[src/exu_pkg.sv]
package exu_pkg;

  localparam int xlen = 32;
  localparam int muldiv_steps = 32;
  localparam int step_count_width = 6;

  typedef enum logic [4:0] {
    op_add,
    op_sub,
    op_sll,
    op_slt,
    op_sltu,
    op_xor,
    op_srl,
    op_sra,
    op_or,
    op_and,
    op_eq,
    op_ne,
    op_lt,
    op_ge,
    op_ltu,
    op_geu,
    op_pass_b,
    op_mul,
    op_mulh,
    op_mulhsu,
    op_mulhu,
    op_div,
    op_divu,
    op_rem,
    op_remu
  } exu_op_e;

  // The immediate is only a legal source for operand2.
  typedef enum logic [1:0] {
    sel_reg_value,
    sel_immediate,
    sel_self_forward,
    sel_ext_forward
  } operand_sel_e;

  typedef enum logic [1:0] {
    npc_seq,
    npc_jal,
    npc_jalr,
    npc_branch
  } npc_sel_e;

  typedef enum logic [1:0] {
    wb_alu_result,
    wb_pc_plus4,
    wb_pc_plus_imm
  } wb_sel_e;

  typedef enum logic [1:0] {
    md_idle,
    md_run,
    md_finish
  } muldiv_state_e;

  function automatic logic is_muldiv(exu_op_e op);
    return op inside {op_mul, op_mulh, op_mulhsu, op_mulhu,
                      op_div, op_divu, op_rem, op_remu};
  endfunction

endpackage

[src/exu_issue_if.sv]
`timescale 1ns/10ps

interface exu_issue_if;
  import exu_pkg::*;

  logic valid;
  exu_op_e op;
  logic [xlen-1:0] operand_a;
  logic [xlen-1:0] operand_b;

  modport source (
    output valid,
    output op,
    output operand_a,
    output operand_b
  );

  modport alu (
    input op,
    input operand_a,
    input operand_b
  );

  modport muldiv (
    input valid,
    input op,
    input operand_a,
    input operand_b
  );

endinterface

[src/exu_operand_select.sv]
`timescale 1ns/10ps

module exu_operand_select (
  input  logic                       clock,
  input  logic                       reset,
  input  logic                       flush,
  input  logic                       accept,
  input  logic [exu_pkg::xlen-1:0]   pc,
  input  logic [exu_pkg::xlen-1:0]   imm,
  input  logic [exu_pkg::xlen-1:0]   src1,
  input  logic [exu_pkg::xlen-1:0]   src2,
  input  logic [exu_pkg::xlen-1:0]   forward_data,
  input  exu_pkg::exu_op_e           op,
  input  exu_pkg::operand_sel_e      op1_sel,
  input  exu_pkg::operand_sel_e      op2_sel,
  input  exu_pkg::npc_sel_e          npc_sel_in,
  input  exu_pkg::wb_sel_e           wb_sel_in,
  input  logic [exu_pkg::xlen-1:0]   last_result,
  exu_issue_if.source                issue,
  output logic [exu_pkg::xlen-1:0]   pc_plus4,
  output logic [exu_pkg::xlen-1:0]   pc_plus_imm,
  output logic [exu_pkg::xlen-1:0]   pc_reg,
  output exu_pkg::npc_sel_e          npc_sel,
  output exu_pkg::wb_sel_e           wb_sel
);
  import exu_pkg::*;

  logic [xlen-1:0] operand_a_next;
  logic [xlen-1:0] operand_b_next;

  always_comb begin
    case (op1_sel)
      sel_self_forward: operand_a_next = last_result;
      sel_ext_forward:  operand_a_next = forward_data;
      default:          operand_a_next = src1;
    endcase
    case (op2_sel)
      sel_immediate:    operand_b_next = imm;
      sel_self_forward: operand_b_next = last_result;
      sel_ext_forward:  operand_b_next = forward_data;
      default:          operand_b_next = src2;
    endcase
  end

  always_ff @(posedge clock) begin
    if (reset || flush) begin
      issue.valid <= 1'b0;
    end else begin
      issue.valid <= accept;
    end
  end

  always_ff @(posedge clock) begin
    if (accept) begin
      issue.op <= op;
      issue.operand_a <= operand_a_next;
      issue.operand_b <= operand_b_next;
      pc_reg <= pc;
      pc_plus4 <= pc + 32'd4;
      pc_plus_imm <= pc + imm;
      npc_sel <= npc_sel_in;
      wb_sel <= wb_sel_in;
    end
  end

endmodule

[src/exu_alu.sv]
`timescale 1ns/10ps

module exu_alu (
  exu_issue_if.alu                  issue,
  output logic [exu_pkg::xlen-1:0]  result
);
  import exu_pkg::*;

  logic [xlen-1:0] a;
  logic [xlen-1:0] b;
  logic [4:0] shamt;
  logic signed_lt;
  logic unsigned_lt;

  assign a = issue.operand_a;
  assign b = issue.operand_b;
  assign shamt = b[4:0];
  assign signed_lt = $signed(a) < $signed(b);
  assign unsigned_lt = a < b;

  always_comb begin
    result = '0;
    case (issue.op)
      op_add:    result = a + b;
      op_sub:    result = a - b;
      op_sll:    result = a << shamt;
      op_slt:    result = {31'd0, signed_lt};
      op_sltu:   result = {31'd0, unsigned_lt};
      op_xor:    result = a ^ b;
      op_srl:    result = a >> shamt;
      op_sra:    result = $signed(a) >>> shamt;
      op_or:     result = a | b;
      op_and:    result = a & b;
      // Branch compares leave their outcome in bit 0 for the next-PC logic.
      op_eq:     result = {31'd0, a == b};
      op_ne:     result = {31'd0, a != b};
      op_lt:     result = {31'd0, signed_lt};
      op_ge:     result = {31'd0, !signed_lt};
      op_ltu:    result = {31'd0, unsigned_lt};
      op_geu:    result = {31'd0, !unsigned_lt};
      op_pass_b: result = b;
      default:   result = '0;
    endcase
  end

endmodule

[src/exu_next_pc.sv]
`timescale 1ns/10ps

module exu_next_pc (
  input  exu_pkg::npc_sel_e          npc_sel,
  input  exu_pkg::wb_sel_e           wb_sel,
  input  logic [exu_pkg::xlen-1:0]   pc_plus4,
  input  logic [exu_pkg::xlen-1:0]   pc_plus_imm,
  input  logic [exu_pkg::xlen-1:0]   alu_result,
  output logic [exu_pkg::xlen-1:0]   next_pc,
  output logic [exu_pkg::xlen-1:0]   wb_data,
  output logic                       redirect_taken
);
  import exu_pkg::*;

  always_comb begin
    case (npc_sel)
      npc_jal:    next_pc = pc_plus_imm;
      // Target of jalr is rs1 + imm with bit 0 cleared.
      npc_jalr:   next_pc = {alu_result[xlen-1:1], 1'b0};
      npc_branch: next_pc = alu_result[0] ? pc_plus_imm : pc_plus4;
      default:    next_pc = pc_plus4;
    endcase
  end

  always_comb begin
    case (wb_sel)
      wb_pc_plus4:    wb_data = pc_plus4;
      wb_pc_plus_imm: wb_data = pc_plus_imm;
      default:        wb_data = alu_result;
    endcase
  end

  // The front end always fetches PC+4, so anything else is a misprediction.
  assign redirect_taken = next_pc != pc_plus4;

endmodule

[src/exu_muldiv_fsm.sv]
`timescale 1ns/10ps

module exu_muldiv_fsm (
  input  logic          clock,
  input  logic          reset,
  input  logic          flush,
  exu_issue_if.muldiv   issue,
  input  logic          steps_done,
  output logic          load,
  output logic          step,
  output logic          busy,
  output logic          done
);
  import exu_pkg::*;

  muldiv_state_e state;
  muldiv_state_e state_next;

  always_comb begin
    state_next = state;
    load = 1'b0;
    step = 1'b0;
    done = 1'b0;
    case (state)
      md_idle: begin
        if (issue.valid && is_muldiv(issue.op)) begin
          load = 1'b1;
          state_next = md_run;
        end
      end
      md_run: begin
        step = 1'b1;
        if (steps_done) begin
          state_next = md_finish;
        end
      end
      md_finish: begin
        done = 1'b1;
        state_next = md_idle;
      end
      default: state_next = md_idle;
    endcase
  end

  always_ff @(posedge clock) begin
    if (reset || flush) begin
      state <= md_idle;
    end else begin
      state <= state_next;
    end
  end

  // Busy already covers the load cycle so decode cannot overwrite the issue registers.
  assign busy = load || (state != md_idle);

endmodule

[src/exu_step_counter.sv]
`timescale 1ns/10ps

module exu_step_counter (
  input  logic clock,
  input  logic reset,
  input  logic load,
  input  logic step,
  output logic steps_done
);
  import exu_pkg::*;

  logic [step_count_width-1:0] count;

  always_ff @(posedge clock) begin
    if (reset) begin
      count <= '0;
    end else if (load) begin
      count <= step_count_width'(muldiv_steps);
    end else if (step && count != '0) begin
      count <= count - 1'b1;
    end
  end

  // Fires together with the last step.
  assign steps_done = step && (count == step_count_width'(1));

endmodule

[src/exu_muldiv_datapath.sv]
`timescale 1ns/10ps

module exu_muldiv_datapath (
  input  logic                       clock,
  input  logic                       reset,
  input  logic                       load,
  input  logic                       step,
  exu_issue_if.muldiv                issue,
  output logic [exu_pkg::xlen-1:0]   result
);
  import exu_pkg::*;

  logic a_signed;
  logic b_signed;
  logic neg_a;
  logic neg_b;
  logic [xlen-1:0] mag_a;
  logic [xlen-1:0] mag_b;

  exu_op_e op_q;
  logic is_div_q;
  logic neg_a_q;
  logic neg_b_q;
  logic div_zero_q;
  logic div_ovf_q;
  logic [xlen-1:0] dividend_q;
  logic [xlen-1:0] divisor_q;
  logic [2*xlen-1:0] acc;

  logic [xlen:0] mul_sum;
  logic [xlen:0] rem_shift;
  logic [xlen+1:0] rem_diff;
  logic [2*xlen-1:0] product;
  logic [xlen-1:0] quotient;
  logic [xlen-1:0] remainder;

  // The low word of mul is sign independent, so mul runs unsigned.
  assign a_signed = issue.op inside {op_mulh, op_mulhsu, op_div, op_rem};
  assign b_signed = issue.op inside {op_mulh, op_div, op_rem};
  assign neg_a = a_signed && issue.operand_a[xlen-1];
  assign neg_b = b_signed && issue.operand_b[xlen-1];
  assign mag_a = neg_a ? -issue.operand_a : issue.operand_a;
  assign mag_b = neg_b ? -issue.operand_b : issue.operand_b;

  always_ff @(posedge clock) begin
    if (reset) begin
      op_q <= op_mul;
      is_div_q <= 1'b0;
      neg_a_q <= 1'b0;
      neg_b_q <= 1'b0;
      div_zero_q <= 1'b0;
      div_ovf_q <= 1'b0;
    end else if (load) begin
      op_q <= issue.op;
      is_div_q <= issue.op inside {op_div, op_divu, op_rem, op_remu};
      neg_a_q <= neg_a;
      neg_b_q <= neg_b;
      div_zero_q <= issue.operand_b == '0;
      div_ovf_q <= (issue.op inside {op_div, op_rem}) &&
                   (issue.operand_a == {1'b1, {(xlen-1){1'b0}}}) &&
                   (issue.operand_b == '1);
    end
  end

  // Multiply adds the multiplicand into the high half; divide keeps a 33-bit partial remainder.
  assign mul_sum = {1'b0, acc[2*xlen-1:xlen]} + (acc[0] ? {1'b0, divisor_q} : {(xlen+1){1'b0}});
  assign rem_shift = acc[2*xlen-1:xlen-1];
  assign rem_diff = {1'b0, rem_shift} - {2'b00, divisor_q};

  always_ff @(posedge clock) begin
    if (load) begin
      dividend_q <= issue.operand_a;
      divisor_q <= mag_b;
      acc <= {{xlen{1'b0}}, mag_a};
    end else if (step) begin
      if (!is_div_q) begin
        acc <= {mul_sum, acc[xlen-1:1]};
      end else if (!rem_diff[xlen+1]) begin
        acc <= {rem_diff[xlen-1:0], acc[xlen-2:0], 1'b1};
      end else begin
        acc <= {rem_shift[xlen-1:0], acc[xlen-2:0], 1'b0};
      end
    end
  end

  assign product = (neg_a_q ^ neg_b_q) ? -acc : acc;
  assign quotient = (neg_a_q ^ neg_b_q) ? -acc[xlen-1:0] : acc[xlen-1:0];
  assign remainder = neg_a_q ? -acc[2*xlen-1:xlen] : acc[2*xlen-1:xlen];

  always_comb begin
    case (op_q)
      op_mul:                         result = product[xlen-1:0];
      op_mulh, op_mulhsu, op_mulhu:   result = product[2*xlen-1:xlen];
      op_div, op_divu: begin
        if (div_zero_q) result = '1;
        else if (div_ovf_q) result = dividend_q;
        else result = quotient;
      end
      op_rem, op_remu: begin
        if (div_zero_q) result = dividend_q;
        else if (div_ovf_q) result = '0;
        else result = remainder;
      end
      default:                        result = '0;
    endcase
  end

endmodule

[src/exu_top.sv]
`timescale 1ns/10ps

module exu_top (
  input  logic                   clock,
  input  logic                   reset,
  input  logic                   decode_valid,
  input  logic                   flush,
  input  logic [31:0]            pc,
  input  logic [31:0]            imm,
  input  logic [31:0]            src1,
  input  logic [31:0]            src2,
  input  logic [31:0]            forward_data,
  input  exu_pkg::exu_op_e       op,
  input  exu_pkg::operand_sel_e  op1_sel,
  input  exu_pkg::operand_sel_e  op2_sel,
  input  exu_pkg::npc_sel_e      npc_sel,
  input  exu_pkg::wb_sel_e       wb_sel,
  output logic                   busy,
  output logic                   result_valid,
  output logic                   redirect,
  output logic [31:0]            result,
  output logic [31:0]            next_pc,
  output logic [31:0]            result_pc
);
  import exu_pkg::*;

  logic accept;
  logic alu_issue;
  logic [xlen-1:0] last_result;
  logic [xlen-1:0] result_hold;
  logic [xlen-1:0] pc_plus4;
  logic [xlen-1:0] pc_plus_imm;
  logic [xlen-1:0] alu_result;
  logic [xlen-1:0] wb_data;
  logic [xlen-1:0] muldiv_result;
  logic redirect_taken;
  npc_sel_e npc_sel_q;
  wb_sel_e wb_sel_q;
  logic load;
  logic step;
  logic steps_done;
  logic done;

  exu_issue_if issue_bus ();

  assign accept = decode_valid && !busy && !flush;

  exu_operand_select i_operand_select (
    .clock        (clock),
    .reset        (reset),
    .flush        (flush),
    .accept       (accept),
    .pc           (pc),
    .imm          (imm),
    .src1         (src1),
    .src2         (src2),
    .forward_data (forward_data),
    .op           (op),
    .op1_sel      (op1_sel),
    .op2_sel      (op2_sel),
    .npc_sel_in   (npc_sel),
    .wb_sel_in    (wb_sel),
    .last_result  (last_result),
    .issue        (issue_bus.source),
    .pc_plus4     (pc_plus4),
    .pc_plus_imm  (pc_plus_imm),
    .pc_reg       (result_pc),
    .npc_sel      (npc_sel_q),
    .wb_sel       (wb_sel_q)
  );

  exu_alu i_alu (
    .issue  (issue_bus.alu),
    .result (alu_result)
  );

  exu_next_pc i_next_pc (
    .npc_sel        (npc_sel_q),
    .wb_sel         (wb_sel_q),
    .pc_plus4       (pc_plus4),
    .pc_plus_imm    (pc_plus_imm),
    .alu_result     (alu_result),
    .next_pc        (next_pc),
    .wb_data        (wb_data),
    .redirect_taken (redirect_taken)
  );

  exu_muldiv_fsm i_muldiv_fsm (
    .clock      (clock),
    .reset      (reset),
    .flush      (flush),
    .issue      (issue_bus.muldiv),
    .steps_done (steps_done),
    .load       (load),
    .step       (step),
    .busy       (busy),
    .done       (done)
  );

  exu_step_counter i_step_counter (
    .clock      (clock),
    .reset      (reset),
    .load       (load),
    .step       (step),
    .steps_done (steps_done)
  );

  exu_muldiv_datapath i_muldiv_datapath (
    .clock  (clock),
    .reset  (reset),
    .load   (load),
    .step   (step),
    .issue  (issue_bus.muldiv),
    .result (muldiv_result)
  );

  assign alu_issue = issue_bus.valid && !is_muldiv(issue_bus.op);
  assign result_valid = alu_issue || done;
  assign redirect = result_valid && redirect_taken;
  assign result = done ? muldiv_result : wb_data;

  // A dependent instruction issued right behind its producer takes the live result.
  always_ff @(posedge clock) begin
    if (result_valid) begin
      result_hold <= result;
    end
  end

  assign last_result = result_valid ? result : result_hold;

endmodule

[config.mk]
export PLATFORM = sky130hd
export DESIGN_NAME = exu_top
export DESIGN_NICKNAME = d
export VERILOG_FILES = /design/src/exu_pkg.sv /design/src/exu_issue_if.sv /design/src/exu_operand_select.sv /design/src/exu_alu.sv /design/src/exu_next_pc.sv /design/src/exu_muldiv_fsm.sv /design/src/exu_step_counter.sv /design/src/exu_muldiv_datapath.sv /design/src/exu_top.sv
export SDC_FILE = /design/constraint.sdc
export NUM_CORES = 2
export LEC_CHECK = 0
export ABC_AREA = 1
export BUFFER_PORTS_ARGS = -buffer_cell sky130_fd_sc_hd__buf_2
export CAP_MARGIN = 20
export CORE_MARGIN = 2
export CORE_UTILIZATION = 40
export DETAILED_ROUTE_END_ITERATION = 7
export GPL_TIMING_DRIVEN = 0
export PLACE_DENSITY = 0.68
export REMOVE_ABC_BUFFERS = 1
export SLEW_MARGIN = 20
export SYNTH_ARGS = -nofsm -noshare
export SYNTH_HDL_FRONTEND = slang
export SYNTH_SLANG_ARGS = --single-unit
[constraint.sdc]
create_clock -name clock -period 16.58 [get_ports clock]
set_input_delay 0.829 -clock clock [delete_from_list [all_inputs] [get_ports clock]]
set_output_delay 0.829 -clock clock [all_outputs]
set_load 0.1 [all_outputs]
### Word level (Yosys, flattened, before mapping)

Cells that the tools add are included.

* flip-flop bits (word level): 348
* input bits: 177
* output and inout bits: 99
* word-level logic and storage cells: 166

* add/subtract/negate cells: 12
* $lt $le $gt $ge: 2
* equal/unequal tests: 52
* shift operators: 3
* multiplexer cells: 32
* bitwise gates (word level): 4
* reductions and logical operators: 38

Operator list (count)
* case mux 32 bit (15 select lines): 1
* 2-to-1 mux 32 bit: 14
* 2-to-1 mux 64 bit: 3
* case mux 32 bit (3 select lines): 2
* negator 32 bit: 4
* case mux 32 bit (2 select lines): 2
* case mux 32 bit (4 select lines): 1
* == test 5 bit (second input constant): 17
* adder 32 bit: 2
* == test 32 bit (second input constant): 2
* less-than comparator 32 bit: 2
* inequality test 32 bit: 2
* negator 64 bit: 1
* == test 5 x 4 -> 1 bit (second input constant): 8
* subtractor 33 x 32 -> 34 bit: 1
* adder 32 x 32 -> 33 bit: 1
* adder 32 x 3 -> 32 bit (second input constant): 1
* AND 32 bit: 1
* == test 32 bit: 1
* logical NOT 32 bit: 1
* bitwise OR 32 bit: 1
* << shifter 32 x 5 -> 32 bit: 1
* >> shifter 32 x 5 -> 32 bit: 1
* >>> shifter 32 x 5 -> 32 bit: 1
* other kinds (28): 72

### Longest topological paths before layout

* word-level depth: 9
* depth in mapped cells: 33
* depth with buffers taken out: 29

### Cells and area by module

From an unflattened synthesis, not the netlist that was laid out.

* cell total of the unflattened synthesis: 7111
* area total of the unflattened synthesis: 41662.5 um^2

Modules (own cells, without submodules)
* exu_muldiv_datapath: instances 1, cells an instance 2934, area each 16828.6 um^2, seq. area each 3723.6 um^2
* exu_alu: instances 1, cells an instance 2099, area each 10332.4 um^2, seq. area each 0.0 um^2
* exu_operand_select: instances 1, cells an instance 1119, area each 9540.4 um^2, seq. area each 5034.8 um^2
* exu_next_pc: instances 1, cells an instance 630, area each 2837.7 um^2, seq. area each 0.0 um^2
* exu_top: instances 1, cells an instance 253, area each 1606.5 um^2, seq. area each 640.6 um^2
* exu_step_counter: instances 1, cells an instance 53, area each 372.9 um^2, seq. area each 120.1 um^2
* exu_muldiv_fsm: instances 1, cells an instance 23, area each 143.9 um^2, seq. area each 40.0 um^2

### Least setup slack after synthesis

OpenSTA, ideal clock, no wires.

* kind: reg-to-reg
* start: register i_operand_select.issue.op[2]
* end: register i_operand_select.issue.op[0], enable pin
* setup time: 0.897 ns
* data arrival time: 13.468 ns
* required time: 15.683 ns
* slack: 2.215 ns
* cell stages (with the launch flop): 12
* path buffers: 0
* clock period less this slack: 14.365 ns
* cells stage by stage: edfxtp_1 > inv_2 > nor2_1 > inv_2 > nor2_1 > inv_1 > nand2_1 > a21oi_1 > nand3_1 > nand2_1 > nand3_1 > nor3_1

* cells in the longest elaborated chain, start to end: 9
* elaborated cells on any way between the ends: 16
* those cells by class: eq/ne: 8; mux: 2; reduce/logical: 6

RTL lines
* from (decl): line exu_issue_if.sv:13 `output op,`
* == test 5 bit: line exu_pkg.sv:63 `return op inside {op_mul, op_mulh, op_mulhsu, op_mulhu,`
* nonzero test 8 bit (*): line exu_pkg.sv:63
* logical AND 1 bit (*): line exu_muldiv_fsm.sv:26 `if (issue.valid && is_muldiv(issue.op)) begin`
* 2-to-1 mux 1 bit (*): line exu_muldiv_fsm.sv:26
* 2-to-1 mux 1 bit (*): line exu_muldiv_fsm.sv:24 `case (state)`
* logical OR 1 bit (*): line exu_muldiv_fsm.sv:54 `assign busy = load || (state != md_idle);`
* net busy: line exu_top.sv:18 `output logic busy,`
* logical NOT 1 bit (*): line exu_top.sv:46 `assign accept = decode_valid && !busy && !flush;`
* logical AND 1 bit (*) (2 in series): line exu_top.sv:46
* net accept: line exu_top.sv:27 `logic accept;`

Mark *: on every way through the listed nets, which the timed path passes. The rest lies on a longest branch.
A chain may end at the register's enable or synchronous reset.

### Worst setup path in the final report

* start: register i_operand_select.issue.operand_b[2]
* end: output port redirect

* cells in the longest elaborated chain, start to end: 7
* elaborated cells on any way between the ends: 19
* those cells by class: add/sub: 2; order compare: 2; eq/ne: 3; shift: 3; mux: 3; bitwise: 3; reduce/logical: 3

RTL lines
* from (decl): line exu_issue_if.sv:15 `output operand_b`
* from (signal assigned): line exu_operand_select.sv:57 `issue.operand_b <= operand_b_next;`
* less-than comparator 32 bit, on equally long branches: line exu_alu.sv:19, exu_alu.sv:18
* logical NOT 1 bit, on equally long branches: line exu_alu.sv:40, exu_alu.sv:38
* case mux 32 bit (15 select lines) (*): line exu_alu.sv:23 `case (issue.op)`
* 2-to-1 mux 32 bit: line exu_next_pc.sv:20 `npc_branch: next_pc = alu_result[0] ? pc_plus_imm : pc_plus4;`
* case mux 32 bit (3 select lines) (*): line exu_next_pc.sv:16 `case (npc_sel)`
* inequality test 32 bit (*): line exu_next_pc.sv:34 `assign redirect_taken = next_pc != pc_plus4;`
* logical AND 1 bit (*): line exu_top.sv:119 `assign redirect = result_valid && redirect_taken;`
* to (decl): line exu_top.sv:20 `output logic redirect,`

Every way passes the cells marked *; elsewhere a longest branch is shown, timed or not.

==> results.cfg <==
[timing]
fmax_ghz = 0.113
period_share_pct = 53.1
tightest_slew_ns = 1.16
worst_slack_ns = 7.77
finalCriticalPeriod_ns = 8.81
finalHoldViolations = 0
setup_viol = 0
rsz0062_at_grt = false
skew_ns = 0.0369
final_max_slew_viol_count = 0
slew_headroom_pct = 21.6

[worst_setup_path]
crit_slowest_cell = inv_2
cp.arrival_ns = 7.98
path_class = reg2out
crit_path_max_incr_delay_ns = 0.79
critPathLaunchType = flip-flop
cp_max_fo = 55
required_ns = 15.75
cp-end-kind = output port
worst-path-buf-inv = 8
crit_path_frequent_cell = nand2_1
path_delay_family = simple AND/OR/NAND/NOR gates

[detailed_routing]
routed_wl_mm = 186
drt_iter0_drc = 5487
avgViaCountPerCell = 6.02
dr.pass1.iters = 8
drc_errors = 1
postRouteAntennaNets = 0
wire_per_inst_um = 26.2
vias = 42700

[hold_path]
hold_path.class = in2reg

[final_layout]
multi_input_area_um2 = 23800
regArea_um2 = 9570
drive_gt1_share_pct = 9.39
nets = 6272
top_register = i_muldiv_datapath.acc
num-fill-cells = 9571
largest_reg_flops = 64
fin_util_pct = 45.1
syn_to_final_growth_pct = 12.3
final_cells = 7106

[yosys]
synth_edf_count = 263
seq_area_frac_synth_pct = 26.1
ys_ff_latch = 346
async_flop_share_pct = 0
synthFlopType = edfxtp_1
netlist_area_um2 = 36700
netlist.top_cell.by_area = edfxtp_1
yosys-top-cells-area = edfxtp_1 22%, nand2_1 16%, ha_1 7.0%
synth.most_common_cell = nand2_1
synthCells = 5741
yosysWarnings = 0
yosysUniqueCellTypes = 71
synth.avg_cell_area_um2 = 6.39
synth_commonest_cells = 1600 x nand2_1, 609 x inv_1, 506 x nand3_1, 453 x nor2_1, 423 x o21ai_0
synth_top_area_share_pct = 21.5

[place]
pre_cts_ws_ns = 8.71
portBuffers = 275
gp_congestion = 1.03
placed_cells = 7022
place_hpwl_mm = 150

[floorplanning]
core_um2 = 91200
std_cell_rows = 111
start_util_pct = 40.2
die_h_um = 307
io_pins = 276
fp.dieW_um = 307
dieArea_um2 = 94100

[grt]
grt-ovfl-total = 0
grt_pass1_vias = 40100
antenna_found_initial = 4
grt_max_degree = 73
grt_pass1_wl_mm = 267
track_usage_pct = 38.4

[pwr]
peakVddDrop_uv = 78.6
leakagePower_nw = 18.8
powerDensity_nw_per_um2 = 85.3

[cts]
clk_latency_ns = 0.65
cts_setup_buffers = 0
cts-root-buf = clkbuf_16
ctsHtreeMaxLevel = 2
clock_path_buffers = 3
numCtsBuffers = 45
path_clk_slew_ns = 0.06
cts_hold_buf = 0
clock_sinks = 346
cts_tree = done
post_cts_resize_count = 0

[job]
maxCapViolCount = 0

[outcome]
run_status = finished, violations left
violations = design-rule violations
[power by group]
group | switching (mW) | internal, mW | leakage (nW)
sequential | 0.118 | 1.02 | 3.13
combinational | 0.971 | 0.375 | 15.0
clock | 0.430 | 0.604 | 0.739
[cells by family after synthesis]
| family | after synthesis | synth area share [%] |
|---|---|---|
| simple gates | 2872 | 33.3 |
| compound gates | 1249 | 19.7 |
| buf+inv | 888 | 9.46 |
| flops | 346 | 26.1 |
| fa+ha+maj | 211 | 7.30 |
| xor+xnor | 174 | 4.16 |
| mux | 1 | 0.0273 |
[cells in the final DEF, fill, tap and decap left out, types with 33 or more instances in the layout]
master / n
clkbuf_16: 47
dfxtp_1: 80
inv_1: 598
buf_2: 275
xnor2_1: 33
nand2_1: 1597
nand4_1: 111
a31oi_1: 81
a21oi_1: 385
o22ai_1: 66
xor2_1: 141
o21a_1: 40
edfxtp_1: 263
ha_1: 205
o21ai_0: 419
nor3_1: 85
nor2_1: 439
nand3_1: 505
inv_2: 39
o211ai_1: 65
[final cells by class]
cell class              instances  area share (%)
multi-input cells            4507            57.8
diodes                          1         0.00608
repair buffers                339            5.84
clock buffers                  58            2.98
flip-flops and latches        346            23.2
inverters                     645            5.89
clock inverters                24           0.678
well taps                    1186            3.60
[metrics by stage]
step	setup TNS [ns]	total power [mW]	hold WS (ns)	cell area [µm²]
after floorplan	0	2.00	0.443	35600
after global routing	0	3.66	0.345	41200
after global placement	-452.86	2.44	0.460	38500
after detailed placement	0	2.45	0.462	39600
final	0	3.51	0.371	41200
after CTS	0	3.48	0.341	41100
[per-layer routing]
layer  GRT usage, %  wire, µm
met1           47.4     72200
met2           61.8     83000
met3           7.84     17900
met4           22.6     12800
met5              0        27
[final timing paths]
check | startpoint | to | slack, ns | cells past startpoint
min reg2reg | result_hold[23]$_DFF_P_ | result_hold[23]$_DFF_P_ | 0.48 | 2
max reg2reg | i_operand_select.issue.operand_b[2]$_DFFE_PP_ | i_operand_select.issue.operand_b[0]$_DFFE_PP_ | 9.99 | 23
min | npc_sel[0] | i_operand_select.npc_sel[0]$_DFFE_PP_ | 0.37 | 1
max | i_operand_select.issue.operand_b[2]$_DFFE_PP_ | redirect | 7.77 | 32
Note: power is estimated with default switching activity, not from simulation.
